**config.mk**
```make
export PLATFORM = sky130hd
export DESIGN_NAME = output_backend_top
export DESIGN_NICKNAME = d
export VERILOG_FILES = /design/src/backend_pkg.sv /design/src/osd_overlay.sv /design/src/vga_output.sv /design/src/audio_sample_fifo.sv /design/src/audio_pacer.sv /design/src/key_event_merge.sv /design/src/output_backend_top.sv
export SDC_FILE = /design/constraint.sdc
export NUM_CORES = 1
export LEC_CHECK = 0
export BUFFER_PORTS_ARGS = -buffer_cell sky130_fd_sc_hd__buf_2
export CORE_MARGIN = 4
export CORE_UTILIZATION = 30
export DETAILED_ROUTE_END_ITERATION = 8
export GPL_TIMING_DRIVEN = 0
export PLACE_DENSITY_LB_ADDON = 0.08
export SLEW_MARGIN = 20
export SYNTH_ARGS = -nofsm -noshare
export SYNTH_HDL_FRONTEND = slang
export SYNTH_SLANG_ARGS = --single-unit
```
**constraint.sdc**
```tcl
create_clock -name CLK_114 -period 3.9 [get_ports CLK_114]
set_input_delay 0.78 -clock CLK_114 [delete_from_list [all_inputs] [get_ports CLK_114]]
set_output_delay 0.78 -clock CLK_114 [all_outputs]
set_load 0.01 [all_outputs]
```
**src/backend_pkg.sv**
```systemverilog
package backend_pkg;

	////////////////////
	// Video types
	////////////////////

	typedef logic [7:0] color8_t;	// One colour channel at full width

	// Pixel as it leaves the core
	typedef struct packed {
		color8_t r;	// Red channel
		color8_t g;	// Green channel
		color8_t b;	// Blue channel
	} rgb_pixel_t;

	// Raw syncs from the core
	typedef struct packed {
		logic hs;	// Horizontal sync, active low
		logic vs;	// Vertical sync, active low
		logic cs;	// Composite sync, active low
	} sync_t;

	////////////////////
	// Audio and keys
	////////////////////

	typedef logic [15:0] sample_t;	// Sample in memory byte order
	typedef logic [7:0]  keycode_t;	// Raw key code

	////////////////////
	// Default sizes
	////////////////////

	// Board VGA DAC width per channel
	localparam int DEF_VGA_WIDTH = 6;

	// Clocks per CD audio tick
	localparam int DEF_AUD_TICK_DIV = 643;

	// Samples held in the CD audio FIFO
	localparam int DEF_AUD_FIFO_DEPTH = 16;

	// Clocks per keyboard slot
	// Stands in for the old 7 MHz enable
	localparam int DEF_KBD_SLOT_DIV = 4;

endpackage

```
**src/osd_overlay.sv**
```systemverilog
`timescale 1ns/10ps

module osd_overlay (
	input  logic                    CLK_114,
	input  logic                    rst,
	input  backend_pkg::rgb_pixel_t pix_in,	// Pixel from the core
	input  backend_pkg::sync_t      sync_in,	// Syncs from the core
	input  logic                    osd_window,	// Inside OSD area
	input  logic                    osd_pixel,	// OSD foreground dot
	output backend_pkg::rgb_pixel_t pix_mix,	// Overlaid pixel, registered
	output backend_pkg::sync_t      sync_mix	// Syncs, same stage
);

	////////////////////
	// OSD colour
	////////////////////

	logic [1:0] osd_r;	// Top two bits inside window
	logic [1:0] osd_g;
	logic [1:0] osd_b;
	backend_pkg::rgb_pixel_t pix_ovl;	// Overlay result before the register

	assign osd_r = osd_pixel ? 2'b11 : 2'b00;	// White dot or dark
	assign osd_g = osd_pixel ? 2'b11 : 2'b00;
	assign osd_b = osd_pixel ? 2'b11 : 2'b10;	// Blue tint behind text

	// Picture shifted down two bits under the OSD
	always_comb begin
		pix_ovl = pix_in;	// Pass through outside window
		if (osd_window) begin
			pix_ovl.r = {osd_r, pix_in.r[7:2]};
			pix_ovl.g = {osd_g, pix_in.g[7:2]};
			pix_ovl.b = {osd_b, pix_in.b[7:2]};
		end
	end

	////////////////////
	// Stage register
	////////////////////

	always_ff @(posedge CLK_114) begin
		if (rst) begin
			pix_mix  <= '0;
			sync_mix <= '0;
		end else begin
			pix_mix  <= pix_ovl;	// New pixel every clock
			sync_mix <= sync_in;	// Keeps syncs in step with pixel
		end
	end

	// Core must hand over clean pixels once out of reset
	a_pix_known : assert property (
		@(posedge CLK_114) disable iff (rst)
		1'b1 |=> !$isunknown(pix_mix)
	) else $error("osd_overlay: unknown bits on pix_mix");

endmodule

```
**src/vga_output.sv**
```systemverilog
`timescale 1ns/10ps

module vga_output #(
	parameter int VGA_WIDTH = backend_pkg::DEF_VGA_WIDTH	// Board DAC bits
) (
	input  logic                    CLK_114,
	input  logic                    rst,
	input  backend_pkg::rgb_pixel_t pix_mix,	// From overlay stage
	input  backend_pkg::sync_t      sync_mix,	// From overlay stage
	input  logic                    selcsync,	// Composite sync mode
	input  logic                    hsyncpol,	// Invert hsync
	input  logic                    vsyncpol,	// Invert vsync
	output logic                    vga_hs,
	output logic                    vga_vs,
	output logic [VGA_WIDTH-1:0]    vga_r,
	output logic [VGA_WIDTH-1:0]    vga_g,
	output logic [VGA_WIDTH-1:0]    vga_b
);

	////////////////////
	// Sync polarity
	////////////////////

	logic hs_flip;	// Invert hsync this frame
	logic vs_flip;	// Invert vsync this frame

	// Composite mode keeps the core polarity
	assign hs_flip = hsyncpol & ~selcsync;
	assign vs_flip = vsyncpol & ~selcsync;

	////////////////////
	// Output registers
	////////////////////

	always_ff @(posedge CLK_114) begin
		if (rst) begin
			vga_hs <= 1'b0;
			vga_vs <= 1'b0;
			vga_r  <= '0;
			vga_g  <= '0;
			vga_b  <= '0;
		end else begin
			vga_hs <= sync_mix.hs ^ hs_flip;
			vga_vs <= sync_mix.vs ^ vs_flip;
			// Plain truncation to DAC width
			vga_r  <= pix_mix.r[7 -: VGA_WIDTH];	// Keep the MSBs
			vga_g  <= pix_mix.g[7 -: VGA_WIDTH];
			vga_b  <= pix_mix.b[7 -: VGA_WIDTH];
		end
	end

endmodule

```
**src/audio_sample_fifo.sv**
```systemverilog
`timescale 1ns/10ps

module audio_sample_fifo #(
	parameter int AUD_FIFO_DEPTH = backend_pkg::DEF_AUD_FIFO_DEPTH	// Samples held
) (
	input  logic                 CLK_114,
	input  logic                 rst,
	input  logic                 flush,	// Drop everything held
	input  logic                 samp_wr,	// Write strobe
	input  backend_pkg::sample_t samp_data,
	input  logic                 pop,	// Pop strobe from pacer
	output backend_pkg::sample_t head_data,	// Oldest sample, fall through
	output logic                 not_empty
);

	localparam int PTR_W = (AUD_FIFO_DEPTH > 1) ? $clog2(AUD_FIFO_DEPTH) : 1;
	localparam int CNT_W = $clog2(AUD_FIFO_DEPTH + 1);

	backend_pkg::sample_t mem [AUD_FIFO_DEPTH];	// Sample store
	logic [PTR_W-1:0] wr_ptr;	// Next free slot
	logic [PTR_W-1:0] rd_ptr;	// Head slot
	logic [CNT_W-1:0] count;	// Samples held
	logic             wr_ok;	// Write accepted
	logic             rd_ok;	// Pop accepted

	// Wrap at depth so any size works
	function automatic logic [PTR_W-1:0] ptr_next(input logic [PTR_W-1:0] p);
		if (p == PTR_W'(AUD_FIFO_DEPTH - 1)) begin
			return '0;
		end
		return p + 1'b1;
	endfunction

	assign wr_ok     = samp_wr && (count != CNT_W'(AUD_FIFO_DEPTH));	// Drop when full
	assign rd_ok     = pop && (count != '0);	// Ignore when empty
	assign head_data = mem[rd_ptr];
	assign not_empty = (count != '0);

	////////////////////
	// Storage
	////////////////////

	always_ff @(posedge CLK_114) begin
		if (wr_ok) begin
			mem[wr_ptr] <= samp_data;
		end
	end

	////////////////////
	// Pointers and count
	////////////////////

	always_ff @(posedge CLK_114) begin
		if (rst || flush) begin
			wr_ptr <= '0;
			rd_ptr <= '0;
			count  <= '0;	// Flush empties at once
		end else begin
			if (wr_ok) begin
				wr_ptr <= ptr_next(wr_ptr);
			end
			if (rd_ok) begin
				rd_ptr <= ptr_next(rd_ptr);
			end
			case ({wr_ok, rd_ok})
				2'b10:   count <= count + 1'b1;
				2'b01:   count <= count - 1'b1;
				default: count <= count;	// Both or neither
			endcase
		end
	end

	a_count_range : assert property (
		@(posedge CLK_114) disable iff (rst)
		count <= CNT_W'(AUD_FIFO_DEPTH)
	) else $error("audio_sample_fifo: count above depth");

endmodule

```
**src/audio_pacer.sv**
```systemverilog
`timescale 1ns/10ps

module audio_pacer #(
	parameter int AUD_TICK_DIV = backend_pkg::DEF_AUD_TICK_DIV	// Clocks per tick
) (
	input  logic                 CLK_114,
	input  logic                 rst,
	input  logic                 aud_ena,	// CD audio running
	input  backend_pkg::sample_t head_data,	// FIFO head
	input  logic                 not_empty,
	output logic                 pop,	// Take head from FIFO
	output backend_pkg::sample_t aud_left,	// Swapped left sample
	output backend_pkg::sample_t aud_right	// Swapped right sample
);

	localparam int CNT_W = (AUD_TICK_DIV > 1) ? $clog2(AUD_TICK_DIV) : 1;

	typedef enum logic {
		PH_WAIT,	// Waiting for next tick
		PH_RIGHT	// Right pop due this clock
	} pop_phase_e;

	logic [CNT_W-1:0] tick_cnt;	// Tick divider
	logic             tick;	// Divider wrap, left pop
	pop_phase_e       phase;
	logic             right_pop;	// Follow-up pop for right

	// Memory holds big endian samples
	function automatic backend_pkg::sample_t byte_swap(input backend_pkg::sample_t s);
		return {s[7:0], s[15:8]};
	endfunction

	assign tick      = aud_ena && (tick_cnt == CNT_W'(AUD_TICK_DIV - 1));
	assign right_pop = aud_ena && (phase == PH_RIGHT);
	assign pop       = tick || right_pop;

	////////////////////
	// Divider and phase
	////////////////////

	always_ff @(posedge CLK_114) begin
		if (rst || !aud_ena) begin
			tick_cnt <= '0;	// Held while stopped
			phase    <= PH_WAIT;
		end else begin
			tick_cnt <= tick ? '0 : tick_cnt + 1'b1;
			phase    <= tick ? PH_RIGHT : PH_WAIT;	// Right one clock after left
		end
	end

	////////////////////
	// Holding registers
	////////////////////

	always_ff @(posedge CLK_114) begin
		if (rst) begin
			aud_left  <= '0;
			aud_right <= '0;
		end else begin
			if (tick && not_empty) begin
				aud_left <= byte_swap(head_data);	// Underrun keeps last value
			end
			if (right_pop && not_empty) begin
				aud_right <= byte_swap(head_data);
			end
		end
	end

	// Only the left/right pair pops back to back
	a_pop_pair : assert property (
		@(posedge CLK_114) disable iff (rst)
		pop ##1 pop |=> !pop
	) else $error("audio_pacer: pop held beyond the right follow-up");

endmodule

```
**src/key_event_merge.sv**
```systemverilog
`timescale 1ns/10ps

module key_event_merge #(
	parameter int KBD_SLOT_DIV = backend_pkg::DEF_KBD_SLOT_DIV	// Clocks per slot
) (
	input  logic                  CLK_114,
	input  logic                  rst,
	input  logic                  host_key_stb,	// Host translated key
	input  backend_pkg::keycode_t host_key,
	input  logic                  dock_key_stb,	// Docking station key
	input  backend_pkg::keycode_t dock_key,
	output logic                  key_stb,	// One clock per event
	output backend_pkg::keycode_t key_data
);

	localparam int SLOT_W = (KBD_SLOT_DIV > 1) ? $clog2(KBD_SLOT_DIV) : 1;

	logic [SLOT_W-1:0]     slot_cnt;	// Slot divider
	logic                  slot_wrap;	// Last clock of slot
	logic                  pending;	// Key waiting for a slot
	backend_pkg::keycode_t key_code;	// Waiting key

	assign slot_wrap = (slot_cnt == SLOT_W'(KBD_SLOT_DIV - 1));
	assign key_stb   = slot_wrap && pending;	// Fire on the slot edge
	assign key_data  = key_code;

	////////////////////
	// Slot counter
	////////////////////

	always_ff @(posedge CLK_114) begin
		if (rst) begin
			slot_cnt <= '0;
		end else begin
			slot_cnt <= slot_wrap ? '0 : slot_cnt + 1'b1;
		end
	end

	////////////////////
	// Merge and hold
	////////////////////

	always_ff @(posedge CLK_114) begin
		if (rst) begin
			pending <= 1'b0;
		end else if (host_key_stb || dock_key_stb) begin
			pending <= 1'b1;	// Newer key replaces one still waiting
		end else if (key_stb) begin
			pending <= 1'b0;
		end
	end

	always_ff @(posedge CLK_114) begin
		if (host_key_stb) begin
			key_code <= host_key;	// Host wins a tie
		end else if (dock_key_stb) begin
			key_code <= dock_key;
		end
	end

	// Strobes land on slot wraps so they sit a full slot apart
	a_slot_spacing : assert property (
		@(posedge CLK_114) disable iff (rst)
		key_stb |=> !key_stb [*(KBD_SLOT_DIV - 1)]
	) else $error("key_event_merge: key_stb off the slot boundary");

endmodule

```
**src/output_backend_top.sv**
```systemverilog
`timescale 1ns/10ps

module output_backend_top #(
	parameter int VGA_WIDTH      = backend_pkg::DEF_VGA_WIDTH,
	parameter int AUD_TICK_DIV   = backend_pkg::DEF_AUD_TICK_DIV,
	parameter int AUD_FIFO_DEPTH = backend_pkg::DEF_AUD_FIFO_DEPTH,
	parameter int KBD_SLOT_DIV   = backend_pkg::DEF_KBD_SLOT_DIV
) (
	input  logic                    CLK_114,
	input  logic                    rst,
	// Video
	input  backend_pkg::rgb_pixel_t pix_in,
	input  backend_pkg::sync_t      sync_in,
	input  logic                    osd_window,
	input  logic                    osd_pixel,
	input  logic                    selcsync,
	input  logic                    hsyncpol,
	input  logic                    vsyncpol,
	output logic                    vga_hs,
	output logic                    vga_vs,
	output logic [VGA_WIDTH-1:0]    vga_r,
	output logic [VGA_WIDTH-1:0]    vga_g,
	output logic [VGA_WIDTH-1:0]    vga_b,
	// CD audio
	input  logic                    samp_wr,
	input  backend_pkg::sample_t    samp_data,
	input  logic                    aud_ena,
	output backend_pkg::sample_t    aud_left,
	output backend_pkg::sample_t    aud_right,
	// Keyboard
	input  logic                    host_key_stb,
	input  backend_pkg::keycode_t   host_key,
	input  logic                    dock_key_stb,
	input  backend_pkg::keycode_t   dock_key,
	output logic                    key_stb,
	output backend_pkg::keycode_t   key_data
);

	backend_pkg::rgb_pixel_t pix_mix;	// Between video stages
	backend_pkg::sync_t      sync_mix;
	backend_pkg::sample_t    head_data;	// FIFO head to pacer
	logic                    not_empty;
	logic                    pop;
	logic                    flush;	// Stopped audio drops old samples

	assign flush = ~aud_ena;

	////////////////////
	// Video path
	////////////////////

	osd_overlay u_osd (
		.CLK_114 (CLK_114), .rst (rst), .pix_in (pix_in), .sync_in (sync_in),
		.osd_window (osd_window), .osd_pixel (osd_pixel),
		.pix_mix (pix_mix), .sync_mix (sync_mix)
	);

	vga_output #(.VGA_WIDTH(VGA_WIDTH)) u_vga (
		.CLK_114 (CLK_114), .rst (rst), .pix_mix (pix_mix), .sync_mix (sync_mix),
		.selcsync (selcsync), .hsyncpol (hsyncpol), .vsyncpol (vsyncpol),
		.vga_hs (vga_hs), .vga_vs (vga_vs),
		.vga_r (vga_r), .vga_g (vga_g), .vga_b (vga_b)
	);

	////////////////////
	// Audio path
	////////////////////

	audio_sample_fifo #(.AUD_FIFO_DEPTH(AUD_FIFO_DEPTH)) u_fifo (
		.CLK_114 (CLK_114), .rst (rst), .flush (flush),
		.samp_wr (samp_wr), .samp_data (samp_data), .pop (pop),
		.head_data (head_data), .not_empty (not_empty)
	);

	audio_pacer #(.AUD_TICK_DIV(AUD_TICK_DIV)) u_pacer (
		.CLK_114 (CLK_114), .rst (rst), .aud_ena (aud_ena),
		.head_data (head_data), .not_empty (not_empty), .pop (pop),
		.aud_left (aud_left), .aud_right (aud_right)
	);

	////////////////////
	// Keyboard path
	////////////////////

	key_event_merge #(.KBD_SLOT_DIV(KBD_SLOT_DIV)) u_keys (
		.CLK_114 (CLK_114), .rst (rst),
		.host_key_stb (host_key_stb), .host_key (host_key),
		.dock_key_stb (dock_key_stb), .dock_key (dock_key),
		.key_stb (key_stb), .key_data (key_data)
	);

endmodule

```
==> flow_summary.html <==
<table>
<tr><th>Metric</th><th>Value</th></tr>
<tr><th colspan="2">Synth</th></tr>
<tr><td>Number of distinct library cells after synthesis</td><td>55</td></tr>
<tr><td>Synth Register Bits</td><td>367</td></tr>
<tr><td>Post-synth EDFFs</td><td>roughly 260</td></tr>
<tr><td>Cell taking the most area after synthesis</td><td>sky130_fd_sc_hd__edfxtp_1</td></tr>
<tr><td>Sequential area share after synthesis</td><td>70.9%</td></tr>
<tr><td>Number of instances in the synthesized netlist</td><td>818</td></tr>
<tr><td>Summed instance area of the synthesized netlist</td><td>14100 µm²</td></tr>
<tr><td>Net count of the mapped netlist</td><td>900</td></tr>
<tr><td>Top-area cell type share of the netlist area</td><td>56.2%</td></tr>
<tr><td>Most area-consuming cells after synthesis</td><td>sky130_fd_sc_hd__edfxtp_1 56%, sky130_fd_sc_hd__dfxtp_1 15%, sky130_fd_sc_hd__mux4_2 10%</td></tr>
<tr><td>Syn avg cell area</td><td>17.2 µm²</td></tr>
<tr><td>Ys Warns</td><td>0</td></tr>
<tr><td>Post-synth ARST share</td><td>0%</td></tr>
<tr><td>Predominant post-synthesis flop cell</td><td>sky130_fd_sc_hd__edfxtp_1</td></tr>
<tr><th colspan="2">Place</th></tr>
<tr><td>Port buffer count</td><td>approximately 120</td></tr>
<tr><td>Inst Count DP</td><td>1556</td></tr>
<tr><td>Global placement routability congestion</td><td>0.715</td></tr>
<tr><td>DP Wirelength</td><td>22900 µm</td></tr>
<tr><td>DP Worst Slack</td><td>approximately 420 ps</td></tr>
<tr><th colspan="2">Worst setup path</th></tr>
<tr><td>Worst Path Required</td><td>approximately 4300 ps</td></tr>
<tr><td>Class of the most critical setup path</td><td>register to register</td></tr>
<tr><td>Kind of capture point of the worst setup path</td><td>register</td></tr>
<tr><td>Sort of element at the start of the critical path</td><td>register</td></tr>
<tr><td>Maximum fanout along the worst path</td><td>8</td></tr>
<tr><td>Start of the worst register-to-register path</td><td>u_pacer.tick_cnt[1]$_SDFF_PP0_</td></tr>
<tr><td>Data arrival time of the critical path</td><td>3830 ps</td></tr>
<tr><td>Worst Setup SP</td><td>u_pacer.tick_cnt[1]$_SDFF_PP0_</td></tr>
<tr><td>Worst reg-to-reg setup slack</td><td>around 470 ps</td></tr>
<tr><th colspan="2">Pwr</th></tr>
<tr><td>Fraction of power consumed by sequential logic</td><td>50.6%</td></tr>
<tr><td>Maximum vdd ir drop</td><td>279 µV</td></tr>
<tr><td>Switching share of total power</td><td>just over 20%</td></tr>
<tr><td>Power density over the cells</td><td>493 nW/µm²</td></tr>
<tr><td>Leakage power</td><td>6.01 nW</td></tr>
<tr><td>Int Power</td><td>6.67 mW</td></tr>
<tr><td>Power dissipated by switching net loads</td><td>1.73 mW</td></tr>
<tr><td>Clock Power Share</td><td>46.2%</td></tr>
<tr><td>Final total power</td><td>8.40 mW</td></tr>
<tr><td>Combinational fraction of design power</td><td>3.2%</td></tr>
<tr><th colspan="2">Final layout</th></tr>
<tr><td>Number of nets in the layout</td><td>1075</td></tr>
<tr><td>Fill cell instance count of the final layout</td><td>approximately 4.4k</td></tr>
<tr><td>Sequential standard cell area</td><td>9990 µm²</td></tr>
<tr><td>Final antenna diode count</td><td>0</td></tr>
<tr><td>Area occupied by multi-input gates</td><td>between 3000 and 4000 µm²</td></tr>
<tr><td>Non-filler instance count after layout</td><td>1633</td></tr>
<tr><td>Area Growth Syn to Fin</td><td>20.8%</td></tr>
<tr><td>Layout cells sized above 1</td><td>about 31%</td></tr>
<tr><th colspan="2">Timing</th></tr>
<tr><td>Min cycle time layout</td><td>3430 ps</td></tr>
<tr><td>Final number of max-transition violations</td><td>0</td></tr>
<tr><td>Post-route setup slack</td><td>around 470 ps</td></tr>
<tr><td>Worst slew margin relative to its limit</td><td>34.6%</td></tr>
<tr><td>Setup repair after global routing missed its margin</td><td>no</td></tr>
<tr><td>Number of endpoints with negative hold slack in the final report</td><td>0</td></tr>
<tr><td>Final period util</td><td>88.0%</td></tr>
<tr><td>Clk_skew</td><td>9.43 ps</td></tr>
<tr><td>Slew @ Worst Pin</td><td>980 ps</td></tr>
<tr><td>Fmax achieved</td><td>around 290 MHz</td></tr>
<tr><td>Final-layout setup total negative slack</td><td>0 ps</td></tr>
<tr><td>Final setup violation count</td><td>0</td></tr>
<tr><th colspan="2">Worst hold path</th></tr>
<tr><td>Source of the worst hold timing path</td><td>u_osd.pix_mix[13]$_SDFF_PP0_</td></tr>
<tr><td>Class of the most critical hold timing path</td><td>register to register</td></tr>
<tr><th colspan="2">Run</th></tr>
<tr><td>Max Cap Violations</td><td>0</td></tr>
<tr><th colspan="2">Global routing</th></tr>
<tr><td>Maximum number of pins on one net before global-route repair</td><td>17</td></tr>
<tr><td>Gr ovfl total</td><td>0</td></tr>
<tr><td>Combined global-route utilization of all metal layers</td><td>13.5%</td></tr>
<tr><td>Global-route wire length before repair</td><td>51100 µm</td></tr>
<tr><td>Vias in the first global route</td><td>~8k</td></tr>
<tr><td>Initial antenna violation count</td><td>0</td></tr>
<tr><th colspan="2">Floorplanning</th></tr>
<tr><td>Vertical die dimension</td><td>around 220 µm</td></tr>
<tr><td>Starting Density</td><td>30.3%</td></tr>
<tr><td>Number of core rows</td><td>79</td></tr>
<tr><td>Total Die Area</td><td>50500 µm²</td></tr>
<tr><td>Overall die width</td><td>225 µm</td></tr>
<tr><td>Top-level I/O count</td><td>131</td></tr>
<tr><td>Floorplan Core Area</td><td>46500 µm²</td></tr>
<tr><th colspan="2">Status</th></tr>
<tr><td>Outcome</td><td>completed</td></tr>
<tr><th colspan="2">Detailed routing</th></tr>
<tr><td>Routed length per instance</td><td>21.1 µm</td></tr>
<tr><td>Drt first-iter violations</td><td>494</td></tr>
<tr><td>DRC violation count after routing</td><td>0</td></tr>
<tr><td>Total wire length</td><td>between 30000 and 40000 µm</td></tr>
<tr><td>Count of antenna-violating nets left after detailed routing</td><td>0</td></tr>
<tr><td>Drt via density</td><td>4.68</td></tr>
<tr><td>Count of TritonRoute iterations in the first routing pass</td><td>5</td></tr>
<tr><td>Routed vias</td><td>7639</td></tr>
<tr><th colspan="2">CTS</th></tr>
<tr><td>Total setup buffers inserted after CTS</td><td>0</td></tr>
<tr><td>Clock Sinks</td><td>367</td></tr>
<tr><td>Register clock-pin slew on the reported worst setup and hold paths</td><td>60 ps</td></tr>
<tr><td>Later-pin clock latency in the skew report</td><td>550 ps</td></tr>
<tr><td>Clock buffers created by TritonCTS</td><td>42</td></tr>
<tr><td>Deepest clock path buffer count</td><td>3</td></tr>
<tr><td>Count of hold-fix buffers inserted at cts</td><td>0</td></tr>
<tr><td>H-tree depth</td><td>2</td></tr>
<tr><td>Clock Root Buffer</td><td>sky130_fd_sc_hd__clkbuf_16</td></tr>
<tr><td>Cells resized by post-CTS repair</td><td>0</td></tr>
<tr><td>TritonCTS clock tree</td><td>built</td></tr>
</table>
## cells in the final DEF, fill, tap and decap left out, types with 6 or more instances in the layout
cell,synthesis,final
sky130_fd_sc_hd__edfxtp_1,264,264
sky130_fd_sc_hd__buf_2,10,131
sky130_fd_sc_hd__dfxtp_1,103,103
sky130_fd_sc_hd__mux4_2,64,64
sky130_fd_sc_hd__mux2i_1,47,47
sky130_fd_sc_hd__clkbuf_16,0,44
sky130_fd_sc_hd__nor2_1,49,37
sky130_fd_sc_hd__nor3_1,38,34
sky130_fd_sc_hd__clkbuf_1,20,29
sky130_fd_sc_hd__nor2b_1,25,25
sky130_fd_sc_hd__o22ai_1,17,17
sky130_fd_sc_hd__a211o_1,16,16
sky130_fd_sc_hd__a21oi_1,15,15
sky130_fd_sc_hd__a21o_1,14,14
sky130_fd_sc_hd__nand2_1,12,12
sky130_fd_sc_hd__ha_1,12,12
sky130_fd_sc_hd__xor2_1,11,11
sky130_fd_sc_hd__nand2b_1,10,10
sky130_fd_sc_hd__nor2_4,0,10
sky130_fd_sc_hd__buf_6,5,9
sky130_fd_sc_hd__mux2_2,8,8
sky130_fd_sc_hd__nand3_1,8,8
sky130_fd_sc_hd__buf_4,3,8
sky130_fd_sc_hd__inv_1,7,7
sky130_fd_sc_hd__clkbuf_8,0,7
sky130_fd_sc_hd__buf_1,6,6
sky130_fd_sc_hd__clkinv_1,0,6
## metrics by stage
step           area (µm²)  hold WS, ps  utilization (%)
2_1_floorplan       14100          408                -
3_3_place_gp        15500          416             33.3
3_5_place_dp        15700          425             33.7
4_1_cts             17000          417             36.6
5_1_grt             17000          447             36.6
6_report            17000          428             36.6
## power by group through the flow
stage / registers [mW] / clock network [mW] / logic [mW]
after floorplan: 4.34 / 0 / 0.113
after global placement: 4.33 / 0 / 0.266
after detailed placement: 4.33 / 0 / 0.273
final: 4.25 / 3.88 / 0.268
after CTS: 4.25 / 4.02 / 0.274
after global routing: 4.25 / 4.18 / 0.297
## critical path, cell delays in order (launching register included)
cell	delay, ps
sky130_fd_sc_hd__dfxtp_1	430
sky130_fd_sc_hd__ha_1	200
sky130_fd_sc_hd__or4b_1	480
sky130_fd_sc_hd__o31a_1	350
sky130_fd_sc_hd__nor2_1	250
sky130_fd_sc_hd__ha_1	220
sky130_fd_sc_hd__clkbuf_1	310
sky130_fd_sc_hd__xor2_1	120
sky130_fd_sc_hd__ha_1	250
sky130_fd_sc_hd__o211a_1	230
sky130_fd_sc_hd__o31ai_1	230
sky130_fd_sc_hd__or3_1	150
sky130_fd_sc_hd__a21oi_1	60
## cell type report
type	instances	share of cell area (%)
clock inverters	15	0.728
flip-flops and latches	367	58.7
inverters	7	0.154
plain buffers	44	1.33
multi-input cells	400	23.2
well taps	607	4.46
repair buffers	131	4.13
clock buffers	62	7.30
## synthesized netlist by cell type (5+ instances only)
master	number
sky130_fd_sc_hd__a21o_1	14
sky130_fd_sc_hd__o21ai_0	5
sky130_fd_sc_hd__a21oi_1	15
sky130_fd_sc_hd__edfxtp_1	264
sky130_fd_sc_hd__mux2_2	8
sky130_fd_sc_hd__nand2_1	12
sky130_fd_sc_hd__buf_2	10
sky130_fd_sc_hd__nand2b_1	10
sky130_fd_sc_hd__nor3_1	38
sky130_fd_sc_hd__nor2b_1	25
sky130_fd_sc_hd__inv_1	7
sky130_fd_sc_hd__buf_1	6
sky130_fd_sc_hd__mux2i_1	47
sky130_fd_sc_hd__dfxtp_1	103
sky130_fd_sc_hd__xor2_1	11
sky130_fd_sc_hd__a211o_1	16
sky130_fd_sc_hd__o22ai_1	17
sky130_fd_sc_hd__buf_6	5
sky130_fd_sc_hd__nor2_1	49
sky130_fd_sc_hd__ha_1	12
sky130_fd_sc_hd__nand3_1	8
sky130_fd_sc_hd__clkbuf_1	20
sky130_fd_sc_hd__mux4_2	64
## cells by family (layout without fill, tap and decap cells)
family          Yosys count  in the layout  synth area share (%)
buf+inv                  51            259                  1.79
compound gates           92             92                  5.24
simple gates            163            163                  5.96
fa+ha+maj                12             12                  1.07
mux                     119            119                  14.2
flops                   367            367                  70.9
xor+xnor                 14             14                 0.870
## path summary, 6_finish.rpt
| kind | endpoint | cells after the start |
|---|---|---|
| setup / recovery | u_fifo.count[4]$_SDFFE_PP0P_ | 12 |
| hold / removal | u_vga.vga_g[3]$_SDFF_PP0_ | 1 |
| setup reg to reg | u_fifo.count[4]$_SDFFE_PP0P_ | 12 |
| hold reg to reg | u_vga.vga_g[3]$_SDFF_PP0_ | 1 |
## state kept, by name (all words and copies together) (netlist names), 4 cells and up, named ones only
| signal | count |
|---|---|
| u_fifo.count | 5 |
| u_fifo.mem | 256 |
| u_fifo.rd_ptr | 4 |
| u_fifo.wr_ptr | 4 |
| u_keys.key_data | 8 |
| u_osd.pix_mix | 18 |
| u_pacer.aud_left | 16 |
| u_pacer.aud_right | 16 |
| u_pacer.tick_cnt | 10 |
| u_vga.vga_b | 6 |
| u_vga.vga_g | 6 |
| u_vga.vga_r | 6 |
## routing by layer
metal	vias up	global-route usage, %	part of all wire [%]
li1	3553	-	-
met1	3889	18.8	47
met2	152	21.8	47
met3	45	3.12	4.6
met4	0	3.20	1.7
met5	-	0	0
(Power assumes the default switching activity.)
